File: config.mk
export PLATFORM = sky130hd
export DESIGN_NAME = writeback_stage
export DESIGN_NICKNAME = d
export VERILOG_FILES = /design/src/source/rv_types_pkg.sv /design/src/source/writeback_stage.sv
export SDC_FILE = /design/constraint.sdc
export NUM_CORES = 1
export LEC_CHECK = 0
export ABC_CLOCK_PERIOD_IN_PS = 8600
export BUFFER_PORTS_ARGS = -buffer_cell sky130_fd_sc_hd__buf_2
export CAP_MARGIN = 10
export CORE_MARGIN = 1
export CORE_UTILIZATION = 49
export DETAILED_ROUTE_END_ITERATION = 7
export PLACE_DENSITY = 0.86
export SLEW_MARGIN = 20
export SYNTH_ARGS = -nofsm -noshare
export SYNTH_HDL_FRONTEND = slang
export SYNTH_SLANG_ARGS = --single-unit
File: constraint.sdc
create_clock -name clk -period 8.6 [get_ports clk]
set_input_delay 1.72 -clock clk [delete_from_list [all_inputs] [get_ports clk]]
set_output_delay 1.72 -clock clk [all_outputs]
set_load 0.005 [all_outputs]
File: src/source/rv_types_pkg.sv
// --------------------
// RV64 backend data types.
// Word, register number and data memory sizes.
// --------------------
`default_nettype none

package rv_types_pkg;

    localparam int xlen = 64;               // Width of one data word.
    localparam int reg_addr_bits = 5;       // 32 integer registers.
    localparam int mem_index_bits = 8;

    localparam int mem_depth = 256;         // Doublewords in the data memory.

    // The doubleword index sits in address bits 10 down to 3.
    localparam int mem_index_lsb = 3;
    localparam int mem_index_msb = mem_index_lsb + mem_index_bits - 1;

    typedef logic [xlen-1:0] xlen_t;
    typedef logic [reg_addr_bits-1:0] reg_addr_t;   // Register 0 always reads zero.
    typedef logic [mem_index_bits-1:0] mem_index_t;

endpackage

`default_nettype wire

File: src/source/writeback_stage.sv
// --------------------
// MEM/WB register and the
// write-back data select.
// --------------------
`default_nettype none

module writeback_stage
    import rv_types_pkg::*;
(
    input  logic      clk,
    input  logic      reset,
    input  logic      reg_write_en,
    input  logic      mem_to_reg,
    input  reg_addr_t rd,
    input  xlen_t     alu_out,
    input  xlen_t     load_data,
    output logic      wb_en,
    output reg_addr_t wb_rd,
    output xlen_t     wb_data
);

    logic      reg_write_en_q;
    logic      mem_to_reg_q;
    reg_addr_t rd_q;
    xlen_t     alu_out_q;
    xlen_t     load_data_q;

    always_ff @(posedge clk or posedge reset) begin
        if (reset) begin
            reg_write_en_q <= 1'b0;
            mem_to_reg_q   <= 1'b0;
            rd_q           <= '0;
            alu_out_q      <= '0;
            load_data_q    <= '0;
        end else begin
            reg_write_en_q <= reg_write_en;
            mem_to_reg_q   <= mem_to_reg;
            rd_q           <= rd;
            alu_out_q      <= alu_out;
            load_data_q    <= load_data;
        end
    end

    assign wb_en   = reg_write_en_q;
    assign wb_rd   = rd_q;
    assign wb_data = mem_to_reg_q ? load_data_q : alu_out_q;    // Loads take the memory word.

endmodule

`default_nettype wire

Word-level counts from Yosys, hierarchy flattened
Index checks and enable logic that the tools add are counted.
W data, S select, Z words.
Word-level totals
  flip-flop bits (word level): 135
  bits of input ports: 137
  output and inout bits: 70
  logic and storage cells: 6
Operators by class
  mux-type cells: 1
Operator list (count)
  $mux W64: 1

Logic depth before layout (Yosys ltp)
  depth after elaboration: 1
  depth in mapped cells: 3
  depth with buffers taken out: 1

Worst setup path before layout
No wires, ideal clock.
  path type: register to output
  start: register mem_to_reg_q
  end: output port wb_data[10]
  arrival time: 0.955 ns
  required time: 6.880 ns
  setup slack: 5.925 ns
  stages on the path, launching flop included: 4
  path buffers: 2
  cells stage by stage: dfrtp_1 -> buf_6 -> buf_12 -> mux2_4
On the way
  word-level cells in the longest chain between the ends: 1
RTL lines
  from (decl): RTL line writeback_stage.sv:23  | logic mem_to_reg_q;
  from (signal assigned): RTL line writeback_stage.sv:37  | mem_to_reg_q <= mem_to_reg;
  $mux W64: RTL line writeback_stage.sv:46  | assign wb_data = mem_to_reg_q ? load_data_q : alu_out_q;
  to (decl): RTL line writeback_stage.sv:19  | output xlen_t wb_data
No other way between the ends.

Final worst setup path
  start: register mem_to_reg_q
  end: output port wb_data[1]
Same word-level chain as after synthesis.

==> impl_metrics.ini <==
[run_status]
run_status = finished, final reports clean

[pwr]
total_power_w = 0.00149
power_frac_clock_pct = 46.6
int_power_w = 0.00116
vdd_ir_drop_max_v = 0.000148
comb_power_share_pct = 7.7
static_leakage_nw = 3.19
power.net_switching_w = 0.000330
power.share.switching_pct = 22.1
power_frac_seq_pct = 45.7
power_per_cell_area_nw_per_um2 = 244

[critical_path]
path_class = reg2out
critical_path.max_stage_delay_ns = 0.80
worst_ep_required_ns = 6.88
cp_top_family = flip-flops
worst_path_max_delay_cell = sky130_fd_sc_hd__dfrtp_4
crit_buf_inv = 2
cp_max_fo = 33
timing.critical_path.arrival_ns = 2.45
critical_path.startpoint_type = flop
cell_breakdown_of_the_critical_path = buf_4 > mux2_2 > buf_2
worstSetupEndpointType = primary output
startpoint = mem_to_reg_q$_DFF_PP0_

[clocking]
cts-root-to-sink-buffers = 2
clk_pin_slew_ns = 0.06
numCtsBuffers = 17
cts_post_setup_buffers_inserted = 0
ctsResizeCount = 0
h-tree-depth = 4
clock_sink_count = 135
clockRootBuffer = sky130_fd_sc_hd__clkbuf_8
cts_tree = yes
cts_hold_buf = 0

[grt]
groute.usage.overall_pct = 18.8
vias_in_the_first_global_route = 2778
first_pass_grt_wire_length_um = 13300
grt_start_max_net_pins = 70
grt_antenna_before_repair = 0
gr-total-overflow = 0

[place]
numPortBuffers = 206
dp_worst_setup_slack_ns = 4.94
post-dp-hpwl_um = 5850
finalWeightedCongestion = 0.705

[timing]
tightest_slew_ns = 0.812
final.setup.tns_ns = 0
fin_hold_ws_ns = 1.32
layout_min_cycle_time_ns = 4.17
timing.final.hold_violations = 0
slew_violations = 0
maxClockFrequency_mhz = 240
timing.max_slew.rel_slack_pct = 45.9
post-route-period-util_pct = 48.5
rsz0062_at_grt = false
finalWorstSetupSlack_ns = 4.43
report.final.setup_viol = 0

[yosys]
syn_inst = 207
postSynth.asyncResetShare_pct = 100
synth_most_common_cell = sky130_fd_sc_hd__dfrtp_1
ys.warnings.count = 0
synth_edf_count = 0
synth_commonest_cells = sky130_fd_sc_hd__dfrtp_1 (135), sky130_fd_sc_hd__mux2_4 (60), sky130_fd_sc_hd__buf_12 (6)
ys_ff_latch = 135
postSynth.topFlopCell = sky130_fd_sc_hd__dfrtp_1
synth-seq-area-share_pct = 75.8
yosysTopAreaCell = sky130_fd_sc_hd__dfrtp_1
count_of_cell_types_in_the_netlist = 6
synth_fp_nets = 344
yosys-top-cells-area = sky130_fd_sc_hd__dfrtp_1 (76%), sky130_fd_sc_hd__mux2_4 (20%), sky130_fd_sc_hd__buf_12 (2.7%), sky130_fd_sc_hd__mux2_2 (1.0%), sky130_fd_sc_hd__buf_6 (0.25%)
synth.avg_cell_area_um2 = 21.5
mapped_cell_area_um2 = 4460
netlist.area_leader.share_pct = 75.8

[floorplan]
core_area_um2 = 8760
row_count = 34
design.die.area_um2 = 9490
initial_cell_density_of_the_core_pct = 50.9
ios = 207
die_h_um = 97.4
fp.dieW_um = 97.4

[min_path]
min_path_type = in2reg
hold_path_end = alu_out_q[10]$_DFF_PP0_
hold_path_startpoint = alu_out[10]
worstHoldPathCells = 1

[drt]
drt-vias-per-instance = 4.51
drtPass1Iterations = 4
dr_total_vias = 2471
drcViolationCount = 0
drt_iter0_drc = 46
total_routed_length_um = 8370
wl_per_cell_um = 15.3
route.antenna.remaining_nets = 0

[layout]
area_delta_synth_final_pct = 36.8
final_nets = 564
fill_cells = 601
drive_gt1_share_pct = 69.3
layout.core_utilization_pct = 69.6
insertedDiodeCount = 0

[run]
number_of_violations_of_the_max_capacitance_limit = 0
placed cells by master, fill, tap and decap left out:
cell / netlist / routed
sky130_fd_sc_hd__buf_2: 0 / 206
sky130_fd_sc_hd__dfrtp_1: 135 / 134
sky130_fd_sc_hd__mux2_4: 60 / 60
sky130_fd_sc_hd__clkbuf_16: 0 / 16
sky130_fd_sc_hd__mux2_2: 4 / 4
sky130_fd_sc_hd__clkinv_4: 0 / 4
sky130_fd_sc_hd__inv_6: 0 / 4
sky130_fd_sc_hd__bufinv_16: 0 / 2
sky130_fd_sc_hd__inv_8: 0 / 2
sky130_fd_sc_hd__clkinvlp_4: 0 / 2
sky130_fd_sc_hd__buf_4: 0 / 2
sky130_fd_sc_hd__inv_4: 0 / 1
sky130_fd_sc_hd__clkbuf_8: 0 / 1
sky130_fd_sc_hd__clkbuf_1: 0 / 1
sky130_fd_sc_hd__dfrtp_4: 0 / 1
state kept, by name, summed over array words and instances (netlist names):
| register | flops |
|---|---|
| mem_to_reg_q | 1 |
| load_data_q | 64 |
| alu_out_q | 64 |
| wb_en | 1 |
| wb_rd | 5 |
logic make-up after synthesis:
kind of cell | synth area share, %
DFF | 75.8
buffers and inverters | 3.03
muxes | 21.2
power by group through the flow:
stage,clock (W),sequential [W],combinational [W]
after detailed placement,0,0.000693,0.000116
after CTS,0.000715,0.000682,0.000118
after global routing,0.000743,0.000684,0.000126
after floorplan,0,0.000686,0.0000657
after global placement,0,0.000690,0.000113
final,0.000695,0.000681,0.000115
layout make-up:
type                    instances  area [µm²]  area share, %
clock buffers                  18         418           6.85
well taps                     108         135           2.21
repair buffers                208        1050           17.1
inverters                       1        6.26          0.103
clock inverters                14         168           2.75
multi-input cells              64         946           15.5
flip-flops and latches        135        3380           55.4
layer usage:
layer / track usage, % / vias to the layer above / wire (µm)
met5: 0 / - / 0
met3: 7.70 / 5 / 645
li1: - / 1130 / -
met2: 33.7 / 128 / 4630
met1: 20.1 / 1208 / 3040
met4: 6.11 / 0 / 57
how the worst max path moves through the flow:
stage	end	slack [ns]	cells past startpoint
floorplan	alu_out_q[0]$_DFF_PP0_	3.27	1
global placement	wb_data[1]	4.95	3
detailed placement	wb_data[1]	4.94	3
CTS	wb_data[1]	4.38	3
global route	wb_data[1]	4.32	3
finish	wb_data[1]	4.43	3
metrics by stage:
step           cell area, µm²  instances
3_3_place_gp             5520        516
2_1_floorplan            4460        207
3_5_place_dp             5520        516
6_report                 6100        548
5_1_grt                  6100        548
4_1_cts                  6100        548
Note: power is estimated with default switching activity, not from simulation.
