[src/source/rv_ctrl_pkg.sv]
// --------------------
// RV64 backend control codes.
// ALU operations and forwarding selects.
// --------------------
`default_nettype none

package rv_ctrl_pkg;

    typedef logic [3:0] alu_op_t;

    localparam alu_op_t alu_add  = 4'd0;
    localparam alu_op_t alu_sub  = 4'd1;
    localparam alu_op_t alu_and  = 4'd2;
    localparam alu_op_t alu_or   = 4'd3;
    localparam alu_op_t alu_xor  = 4'd4;
    localparam alu_op_t alu_sll  = 4'd5;   // Shifts use the low 6 bits of operand b.
    localparam alu_op_t alu_srl  = 4'd6;
    localparam alu_op_t alu_sra  = 4'd7;
    localparam alu_op_t alu_slt  = 4'd8;   // Compares give 1 or 0.
    localparam alu_op_t alu_sltu = 4'd9;

    typedef logic [1:0] fwd_sel_t;

    localparam fwd_sel_t fwd_none   = 2'd0;    // Value from the register file.
    localparam fwd_sel_t fwd_ex_mem = 2'd1;    // ALU result waiting in EX/MEM.
    localparam fwd_sel_t fwd_mem_wb = 2'd2;    // Result on the write-back port.

endpackage

`default_nettype wire

[src/source/rv_types_pkg.sv]
// --------------------
// RV64 backend data types.
// Word, register number and data memory sizes.
// --------------------
`default_nettype none

package rv_types_pkg;

    localparam int xlen = 64;               // Width of one data word.
    localparam int reg_addr_bits = 5;       // 32 integer registers.
    localparam int mem_index_bits = 8;

    localparam int mem_depth = 256;         // Doublewords in the data memory.

    // The doubleword index sits in address bits 10 down to 3.
    localparam int mem_index_lsb = 3;
    localparam int mem_index_msb = mem_index_lsb + mem_index_bits - 1;

    typedef logic [xlen-1:0] xlen_t;
    typedef logic [reg_addr_bits-1:0] reg_addr_t;   // Register 0 always reads zero.
    typedef logic [mem_index_bits-1:0] mem_index_t;

endpackage

`default_nettype wire

[src/source/ex_mem_if.sv]
// --------------------
// EX/MEM register outputs, shared by
// the register, memory and execute stages.
// --------------------
`default_nettype none

interface ex_mem_if
    import rv_types_pkg::*;
();

    xlen_t     alu_out;
    xlen_t     data;            // Store data after execute forwarding.
    reg_addr_t rs2_ID_EX;       // Source of the store data.
    reg_addr_t rd;
    logic      mem_to_reg;
    logic      reg_write_en;
    logic      mem_read;
    logic      mem_write;

    modport writer (
        output alu_out, data, rs2_ID_EX, rd,
        output mem_to_reg, reg_write_en, mem_read, mem_write
    );

    modport mem_reader (
        input alu_out, data, rs2_ID_EX, mem_read, mem_write
    );

    modport fwd_reader (
        input alu_out, rd, mem_to_reg, reg_write_en
    );

endinterface

`default_nettype wire

[src/source/execute_stage.sv]
// --------------------
// Execute stage: operand forwarding,
// immediate select and the 64-bit ALU.
// --------------------
`default_nettype none

module execute_stage
    import rv_types_pkg::*;
    import rv_ctrl_pkg::*;
(
    input  alu_op_t   alu_op,
    input  logic      alu_src,
    input  reg_addr_t rs1,
    input  reg_addr_t rs2,
    input  xlen_t     rs1_value,
    input  xlen_t     rs2_value,
    input  xlen_t     imm,
    input  logic      wb_en,
    input  reg_addr_t wb_rd,
    input  xlen_t     wb_data,
    ex_mem_if.fwd_reader ex_mem,
    output xlen_t     alu_out,
    output xlen_t     store_data
);

    logic       mem_fwd_ok;
    logic       wb_fwd_ok;
    fwd_sel_t   fwd_a;
    fwd_sel_t   fwd_b;
    xlen_t      operand_a;
    xlen_t      rs2_fwd;
    xlen_t      operand_b;
    logic [5:0] shamt;

    // EX/MEM has the newer value, so it is checked first.
    function automatic fwd_sel_t pick_source(
        input reg_addr_t src,
        input logic      mem_ok,
        input reg_addr_t mem_rd,
        input logic      wb_ok,
        input reg_addr_t wb_dest
    );
        if (mem_ok && (mem_rd == src)) begin
            return fwd_ex_mem;
        end
        if (wb_ok && (wb_dest == src)) begin
            return fwd_mem_wb;
        end
        return fwd_none;
    endfunction

    function automatic xlen_t fwd_value(
        input fwd_sel_t sel,
        input xlen_t    reg_value,
        input xlen_t    mem_value,
        input xlen_t    wb_value
    );
        case (sel)
            fwd_ex_mem: return mem_value;
            fwd_mem_wb: return wb_value;
            default:    return reg_value;
        endcase
    endfunction

    // A load result is not ready in EX/MEM yet, and register 0 is never forwarded.
    assign mem_fwd_ok = ex_mem.reg_write_en && !ex_mem.mem_to_reg && (ex_mem.rd != '0);
    assign wb_fwd_ok  = wb_en && (wb_rd != '0);

    assign fwd_a = pick_source(rs1, mem_fwd_ok, ex_mem.rd, wb_fwd_ok, wb_rd);
    assign fwd_b = pick_source(rs2, mem_fwd_ok, ex_mem.rd, wb_fwd_ok, wb_rd);

    assign operand_a = fwd_value(fwd_a, rs1_value, ex_mem.alu_out, wb_data);
    assign rs2_fwd   = fwd_value(fwd_b, rs2_value, ex_mem.alu_out, wb_data);

    assign operand_b  = alu_src ? imm : rs2_fwd;
    assign store_data = rs2_fwd;               // A store always uses the register value.
    assign shamt      = operand_b[5:0];

    always_comb begin
        case (alu_op)
            alu_add:  alu_out = operand_a + operand_b;
            alu_sub:  alu_out = operand_a - operand_b;
            alu_and:  alu_out = operand_a & operand_b;
            alu_or:   alu_out = operand_a | operand_b;
            alu_xor:  alu_out = operand_a ^ operand_b;
            alu_sll:  alu_out = operand_a << shamt;
            alu_srl:  alu_out = operand_a >> shamt;
            alu_sra:  alu_out = xlen_t'($signed(operand_a) >>> shamt);
            alu_slt:  alu_out = {{(xlen-1){1'b0}}, $signed(operand_a) < $signed(operand_b)};
            alu_sltu: alu_out = {{(xlen-1){1'b0}}, operand_a < operand_b};
            default:  alu_out = '0;            // Unused codes.
        endcase
    end

endmodule

`default_nettype wire

[src/flat_wrapper.sv]
// flat-port wrapper written by rule: the top's interface ports become plain ports
module execute_stage_flat import rv_types_pkg::*; import rv_ctrl_pkg::*;
  (alu_op, alu_src, rs1, rs2, rs1_value, rs2_value, imm, wb_en, wb_rd, wb_data, alu_out, store_data, ex_mem_alu_out, ex_mem_rd, ex_mem_mem_to_reg, ex_mem_reg_write_en);
  ex_mem_if ex_mem_i ();
  input  alu_op_t alu_op;
  input  logic alu_src;
  input  reg_addr_t rs1;
  input  reg_addr_t rs2;
  input  xlen_t rs1_value;
  input  xlen_t rs2_value;
  input  xlen_t imm;
  input  logic wb_en;
  input  reg_addr_t wb_rd;
  input  xlen_t wb_data;
  output xlen_t alu_out;
  output xlen_t store_data;
  input wire logic [$bits(ex_mem_i.alu_out)-1:0] ex_mem_alu_out;
  input wire logic [$bits(ex_mem_i.rd)-1:0] ex_mem_rd;
  input wire logic [$bits(ex_mem_i.mem_to_reg)-1:0] ex_mem_mem_to_reg;
  input wire logic [$bits(ex_mem_i.reg_write_en)-1:0] ex_mem_reg_write_en;
  assign ex_mem_i.alu_out = ex_mem_alu_out;
  assign ex_mem_i.rd = ex_mem_rd;
  assign ex_mem_i.mem_to_reg = ex_mem_mem_to_reg;
  assign ex_mem_i.reg_write_en = ex_mem_reg_write_en;
  execute_stage u_core (.alu_op(alu_op), .alu_src(alu_src), .rs1(rs1), .rs2(rs2), .rs1_value(rs1_value), .rs2_value(rs2_value), .imm(imm), .wb_en(wb_en), .wb_rd(wb_rd), .wb_data(wb_data), .ex_mem(ex_mem_i), .alu_out(alu_out), .store_data(store_data));
endmodule
[config.mk]
export PLATFORM = sky130hd
export DESIGN_NAME = execute_stage_flat
export DESIGN_NICKNAME = d
export VERILOG_FILES = /design/src/source/rv_ctrl_pkg.sv /design/src/source/rv_types_pkg.sv /design/src/source/ex_mem_if.sv /design/src/source/execute_stage.sv /design/src/flat_wrapper.sv
export SDC_FILE = /design/constraint.sdc
export NUM_CORES = 1
export LEC_CHECK = 0
export BUFFER_PORTS_ARGS = -buffer_cell sky130_fd_sc_hd__buf_4
export CAP_MARGIN = 0
export CELL_PAD_IN_SITES_DETAIL_PLACEMENT = 1
export CELL_PAD_IN_SITES_GLOBAL_PLACEMENT = 2
export CORE_MARGIN = 4
export CORE_UTILIZATION = 33
export DETAILED_ROUTE_END_ITERATION = 12
export PLACE_DENSITY = 0.95
export SLEW_MARGIN = 20
export SYNTH_ARGS = -nofsm -noshare
export SYNTH_HDL_FRONTEND = slang
export SYNTH_SLANG_ARGS = --single-unit
[constraint.sdc]
create_clock -name vclk -period 9
set_input_delay 0.45 -clock vclk [all_inputs]
set_output_delay 0.45 -clock vclk [all_outputs]
set_load 0.02 [all_outputs]
Word level (Yosys, flattened, before mapping) --
Index checks and enable logic that the tools add are counted.
Word-level totals: register bits after elaboration 0, input bits 348, output and inout port bits 128, word-level logic and storage cells 56
Cells by class: add/subtract/negate cells 2, magnitude comparators 2, equal/unequal tests 17, shifts and indexed selects 3, muxes and demuxes 18, bitwise gates (word level) 3, reduce and logical (&&, ||, !) cells 11
Operators by type and width (count):
- $pmux 64 s10 | 1
- $pmux 64 s2 | 2
- $lt 64x64->1 | 2
- $add 64x64->64 | 1
- $and 64x64->64 | 1
- $mux 64 | 1
- $or 64x64->64 | 1
- $shl 64x6->64 | 1
- $shr 64x6->64 | 1
- $sshr 64x6->64 | 1
- $sub 64x64->64 | 1
- $xor 64x64->64 | 1
- $eq 5x5->1 | 4
- $eq 4x3->1 const B | 4
- $mux 2 | 8
- $reduce_bool 5->1 | 2
- $eq 4x2->1 const B | 2
- $eq 4x4->1 const B | 2
- $logic_and 1x1->1 | 7
- $mux 1 | 6
- $eq 2x1->1 const B | 2
- $eq 2x2->1 const B | 2
- $eq 4x1->1 const B | 1
- $logic_not 4->1 | 1
- $logic_not 1->1 | 1

Logic depth before layout (Yosys ltp) --
word-level depth 13, mapped depth 25, mapped depth without buffers 20

Least setup slack after synthesis --
OpenSTA, ideal clock, no wires.
path kind input-to-output, start input port wb_rd[2], end output port alu_out[57], arrival 6250 ps, data required time 8550 ps, setup slack 2300 ps, stages 21, buffers on the path 2, path through xor2_1 or4b_1 nor2_1 buf_1 buf_1 mux2i_1 o21ai_0 mux2_2 inv_1 ha_1 nor2b_1 o21ai_0 a21oi_1 or4b_1 or2_2 o41a_1 a211o_1 a211o_1 a22oi_1 xnor2_1 a211o_1
On the way: longest elaborated chain between the ends 12, elaborated cells on any way between the ends 32, those cells by class add/sub: 2; eq/ne: 6; shift: 3; mux: 14; bitwise: 3; reduce/logical: 4
RTL lines:
- from (decl) | RTL line flat_wrapper.sv:13 | input reg_addr_t wb_rd;
- $reduce_bool 5->1 | RTL line execute_stage.sv:67 | assign wb_fwd_ok = wb_en && (wb_rd != '0);
- $logic_and 1x1->1 | RTL line execute_stage.sv:67
- $logic_and 1x1->1 (*) | RTL line execute_stage.sv:46 | if (wb_ok && (wb_dest == src)) begin
- $mux 1 (2 in a row) | RTL line execute_stage.sv:46
- $mux 2 (*) | RTL line execute_stage.sv:49 | return fwd_none;
- $mux 2 (*) | RTL line execute_stage.sv:46
- $eq 2x2->1 / $eq 2x1->1 (equally long branches) | RTL line execute_stage.sv:58 | case (sel)
- $pmux 64 s2 (*) | RTL line execute_stage.sv:58
- named net store_data[33] | RTL line flat_wrapper.sv:16 | output xlen_t store_data;
- $mux 64 (*) | RTL line execute_stage.sv:75 | assign operand_b = alu_src ? imm : rs2_fwd;
- $sub 64x64->64 / $add 64x64->64 (equally long branches) | RTL line execute_stage.sv:82, execute_stage.sv:81
- $pmux 64 s10 (*) | RTL line execute_stage.sv:80 | case (alu_op)
- to (decl) | RTL line flat_wrapper.sv:15 | output xlen_t alu_out;
Mark *: on every way through the listed nets, which the timed path passes. The rest lies on a longest branch. The select of a mux whose other input is x is not followed.

Worst setup path in the final report --
start input port rs1[0], end output port alu_out[0]
On the way: longest elaborated chain between the ends 10, elaborated cells on any way between the ends 24, those cells by class add/sub: 2; order compare: 2; eq/ne: 4; shift: 3; mux: 8; bitwise: 3; reduce/logical: 2
RTL lines:
- from (decl) | RTL line flat_wrapper.sv:7 | input reg_addr_t rs1;
- $eq 5x5->1 | RTL line execute_stage.sv:46
- $logic_and 1x1->1 | RTL line execute_stage.sv:46
- $mux 1 (2 in a row) | RTL line execute_stage.sv:46
- $mux 2 | RTL line execute_stage.sv:49
- $mux 2 (*) | RTL line execute_stage.sv:46
- $eq 2x2->1 / $eq 2x1->1 (equally long branches) | RTL line execute_stage.sv:58
- $pmux 64 s2 (*) | RTL line execute_stage.sv:58
- $sub 64x64->64 (tied with other cells) | RTL line execute_stage.sv:82 | alu_sub: alu_out = operand_a - operand_b;
- $pmux 64 s10 (*) | RTL line execute_stage.sv:80
Every way passes the cells marked *; elsewhere a longest branch is shown, timed or not. The select of a mux whose other input is x is not followed.

==> results <==
- The floorplan die height is ~280 µm.
- Counting I/O delays and the setup requirement, the final critical path takes 8170 ps.
- The share of post-route cells with drive strength above 1 is between 20% and 30%.
- The congestion estimate from routability-driven global placement came to between 1 and 1.5.
- The data required time of the critical path is between 8000 and 9000 ps.
- In this run the most critical hold path is launched from ex_mem_alu_out[47].
- The flow ran to the end, and the final reports show no timing, DRC or antenna violations.
- Hold repair after CTS inserted 0 buffers.
- The worst hold path belongs to the class in2out.
- In this run the biggest area consumer among cell types represents between 10 and 15% of the synthesized area.
- The part of the cycle the worst path needs is 90.8%.
- The global router's overall resource usage is 50.9%.
- STA classifies the critical path startpoint as an input port.
- The worst-margin pin slew is 1380 ps.
- The routed layout has around 37000 vias.
- The final standard cell utilization of the core is about 40%.
- In the finished design the tool counted flip-flops and latches totalling 0.
- The total of endpoints with negative setup slack in the final report is 0.
- The final-report hold violation count was 0.
- After synthesis, the netlist uses about 110 different library cells.
- The width of the die is between 200 and 300 µm.
- At the end of the flow, the number of nets in the layout was roughly 4800.
- The count of standard-cell rows is slightly below 100.
- The number of detailed-route iterations in the first pass is 7.
- For this run, the top clock speed supported by timing is about 120 MHz.
- The area used by sequential logic in the layout is 0 µm².
- The tightest slew margin relative to the limit is 7.17%.
- The setup TNS is 0 ps.
- The total of warnings raised by yosys is 0.
- The total of buffers placed on input and output ports is ~480.
- In the post-route analysis, the smallest setup slack over all paths is 830 ps.
- In the routed layout, each cell is associated on average with a via count of about 7.
- Relative to the synthesized area, the layout overhead comes to 19.5%.
- The signal on the critical path passes through buf_4 -> xor2_1 -> or4b_2 -> nor2_4 -> mux2i_1 -> a21oi_1 -> inv_1 -> ha_1 -> fa_1 -> nor2b_1 -> o31a_1 -> o211ai_1 -> nand3_1 -> a211oi_1 -> o211ai_1 -> a41oi_1 -> o31a_1 -> o31ai_1 -> nand4_1 -> a22oi_1 -> o211ai_1 -> buf_4.
- The number of cells on the worst hold path is 4.
- After the first detailed-routing iteration, the DRC count stood at roughly 6500.
- The most common library cell in the layout ignoring fill and taps is buf_4.
- In this run, post-CTS repair resized a total of 0 instances.
- Data arrives at the worst endpoint at between 7000 and 8000 ps.
- During I/O placement, the number of pins put on the boundary was ~480.
- The buffers inserted during post-CTS setup optimization is 0.
- The worst-path maximum fanout is 18.
- For this run the aggregate overflow at the end of global routing stands at 0.
- By startpoint and endpoint, the worst setup path is classified as in2out.
- In the finished layout, the clock tree contains a buffer count of 0.
- Once detail routing completed, the nets flagged for antenna violations numbered 0.
- The routed design has about 210000 µm of wire.
- Leaving out fill and tap cells, the most frequent cells in the layout are 616 x buf_4, 391 x nand2_1, 382 x a21oi_1.
- After synthesis the cells add up to about 24000 µm².
- The initial core utilization is 33.3%.
- The cell area after layout is ~29000 µm².
- The largest net degree at the start of global routing is approximately 130.
- In the final routed layout, each cell accounts on average for 40.7 µm.
- The largest individual stage delay along the critical path comes from the cell or4b_2.
- STA classifies the critical path endpoint as a primary output.
- The number of remaining DRC errors is 0.
- The floorplan step defined a die boundary enclosing between 70000 and 80000 µm².
- The most common cell type on the critical path is o211ai_1.
- The initial antenna violation count is 23.
- The terminating pin of the worst hold path is store_data[47].
- The area inside the core boundary is between 70000 and 80000 µm².
- When the netlist entered floorplanning its net count stood at about 4500.
- The placed instances occupy a cell area of roughly 29000 µm².
- The longest individual stage delay on the worst path is a little over 900 ps.
- The global-route wire length before repair is about 290000 µm.
- By area the synthesized netlist is led by ha_1 10%, mux2i_1 7.9%, a21oi_1 7.9%.
- The max-slew violation count was 0.
- Summed over all instances, the cell type with the most area after synthesis is ha_1.
- The post-synthesis cell count is 3917.
- The average footprint of a synthesized cell is around 6.2 µm².
- Setup repair after global routing left no endpoint under its margin.
- Once detailed placement completed, the half-perimeter wirelength came to 171000 µm.
- The number of global-route vias before repair is 34730.
- The max-capacitance violation count is 0.
- The sequential-to-total area share from yosys stat is 0%.
- OpenSTA, run right after detailed placement, puts the worst setup slack at roughly 1200 ps.
-- final cells by class --
| class | count | area (µm²) |
|---|---|---|
| Fill cell | 9675 | 44000 |
| Multi-Input combinational cell | 3388 | 22400 |
| Timing Repair Buffer | 623 | 4740 |
| Tap cell | 959 | 1200 |
| Inverter | 199 | 756 |
| Antenna cell | 13 | 32.5 |
-- synthesized netlist by cell type (12+ instances only) --
cell type and count:
nand2_1 391, a21oi_1 383, o21ai_0 364, nor2_1 332, ha_1 195, inv_1 192
mux2i_1 192, nor3_1 185, clkbuf_1 172, nand3_1 167, mux2_2 101, a31oi_1 98
buf_2 95, o211ai_1 66, o21ai_1 63, o22ai_1 63, xnor2_1 59, a211oi_1 57
o21bai_1 46, o221ai_1 37, buf_1 36, nand4_1 36, a22oi_1 30, a221oi_1 29
a21o_1 28, o21a_1 28, nand2b_1 23, a211o_1 21, o31ai_1 20, or3_1 19
nor2b_1 18, o2111ai_1 17, a21oi_2 14, nor3_2 14, nor4_1 14, a311oi_1 13
and3_1 13, or2_2 13, buf_6 12
-- per-layer routing --
metal	GRT usage, %	part of all wire, %	vias to the layer above
li1	-	-	15223
met1	66.3	39	18281
met2	70.0	38	3148
met3	19.4	14	686
met4	31.8	8.6	16
met5	0	0.081	-
-- metrics by stage --
| stage | std cells | hold slack (ps) |
|---|---|---|
| after floorplan | 3917 | 1090 |
| after global placement | 5166 | 1260 |
| after detailed placement | 5167 | 1270 |
| after CTS | 5167 | 1270 |
| after global routing | 5172 | 1310 |
| final | 5182 | 1270 |
-- worst max path at each step --
stage                             end      from  cells past startpoint
after floorplan           alu_out[57]  wb_rd[2]                     21
after global placement    alu_out[61]    rs1[0]                     20
after detailed placement  alu_out[61]    rs1[0]                     20
after CTS                 alu_out[61]    rs1[0]                     20
after global routing      alu_out[62]  wb_rd[2]                     23
final                      alu_out[0]    rs1[0]                     22
-- critical path: cells and delay by family --
kind | cells | cell delay [ps]
AO/OA/AOI/OAI | 10 | 3600
XOR/XNOR | 1 | 180
adder cells (fa/ha/maj) | 2 | 720
buffers and inverters | 3 | 600
multiplexers | 1 | 140
AND/OR/NAND/NOR | 5 | 2010
-- cell families after synthesis --
| group | Yosys count | share of synthesized area, % |
|---|---|---|
| adder cells (fa/ha/maj) | 197 | 10.2 |
| multiplexers | 300 | 13.1 |
| XOR/XNOR | 70 | 2.52 |
| AO/OA/AOI/OAI | 1544 | 40.4 |
| buffers and inverters | 529 | 9.26 |
| AND/OR/NAND/NOR | 1277 | 24.5 |
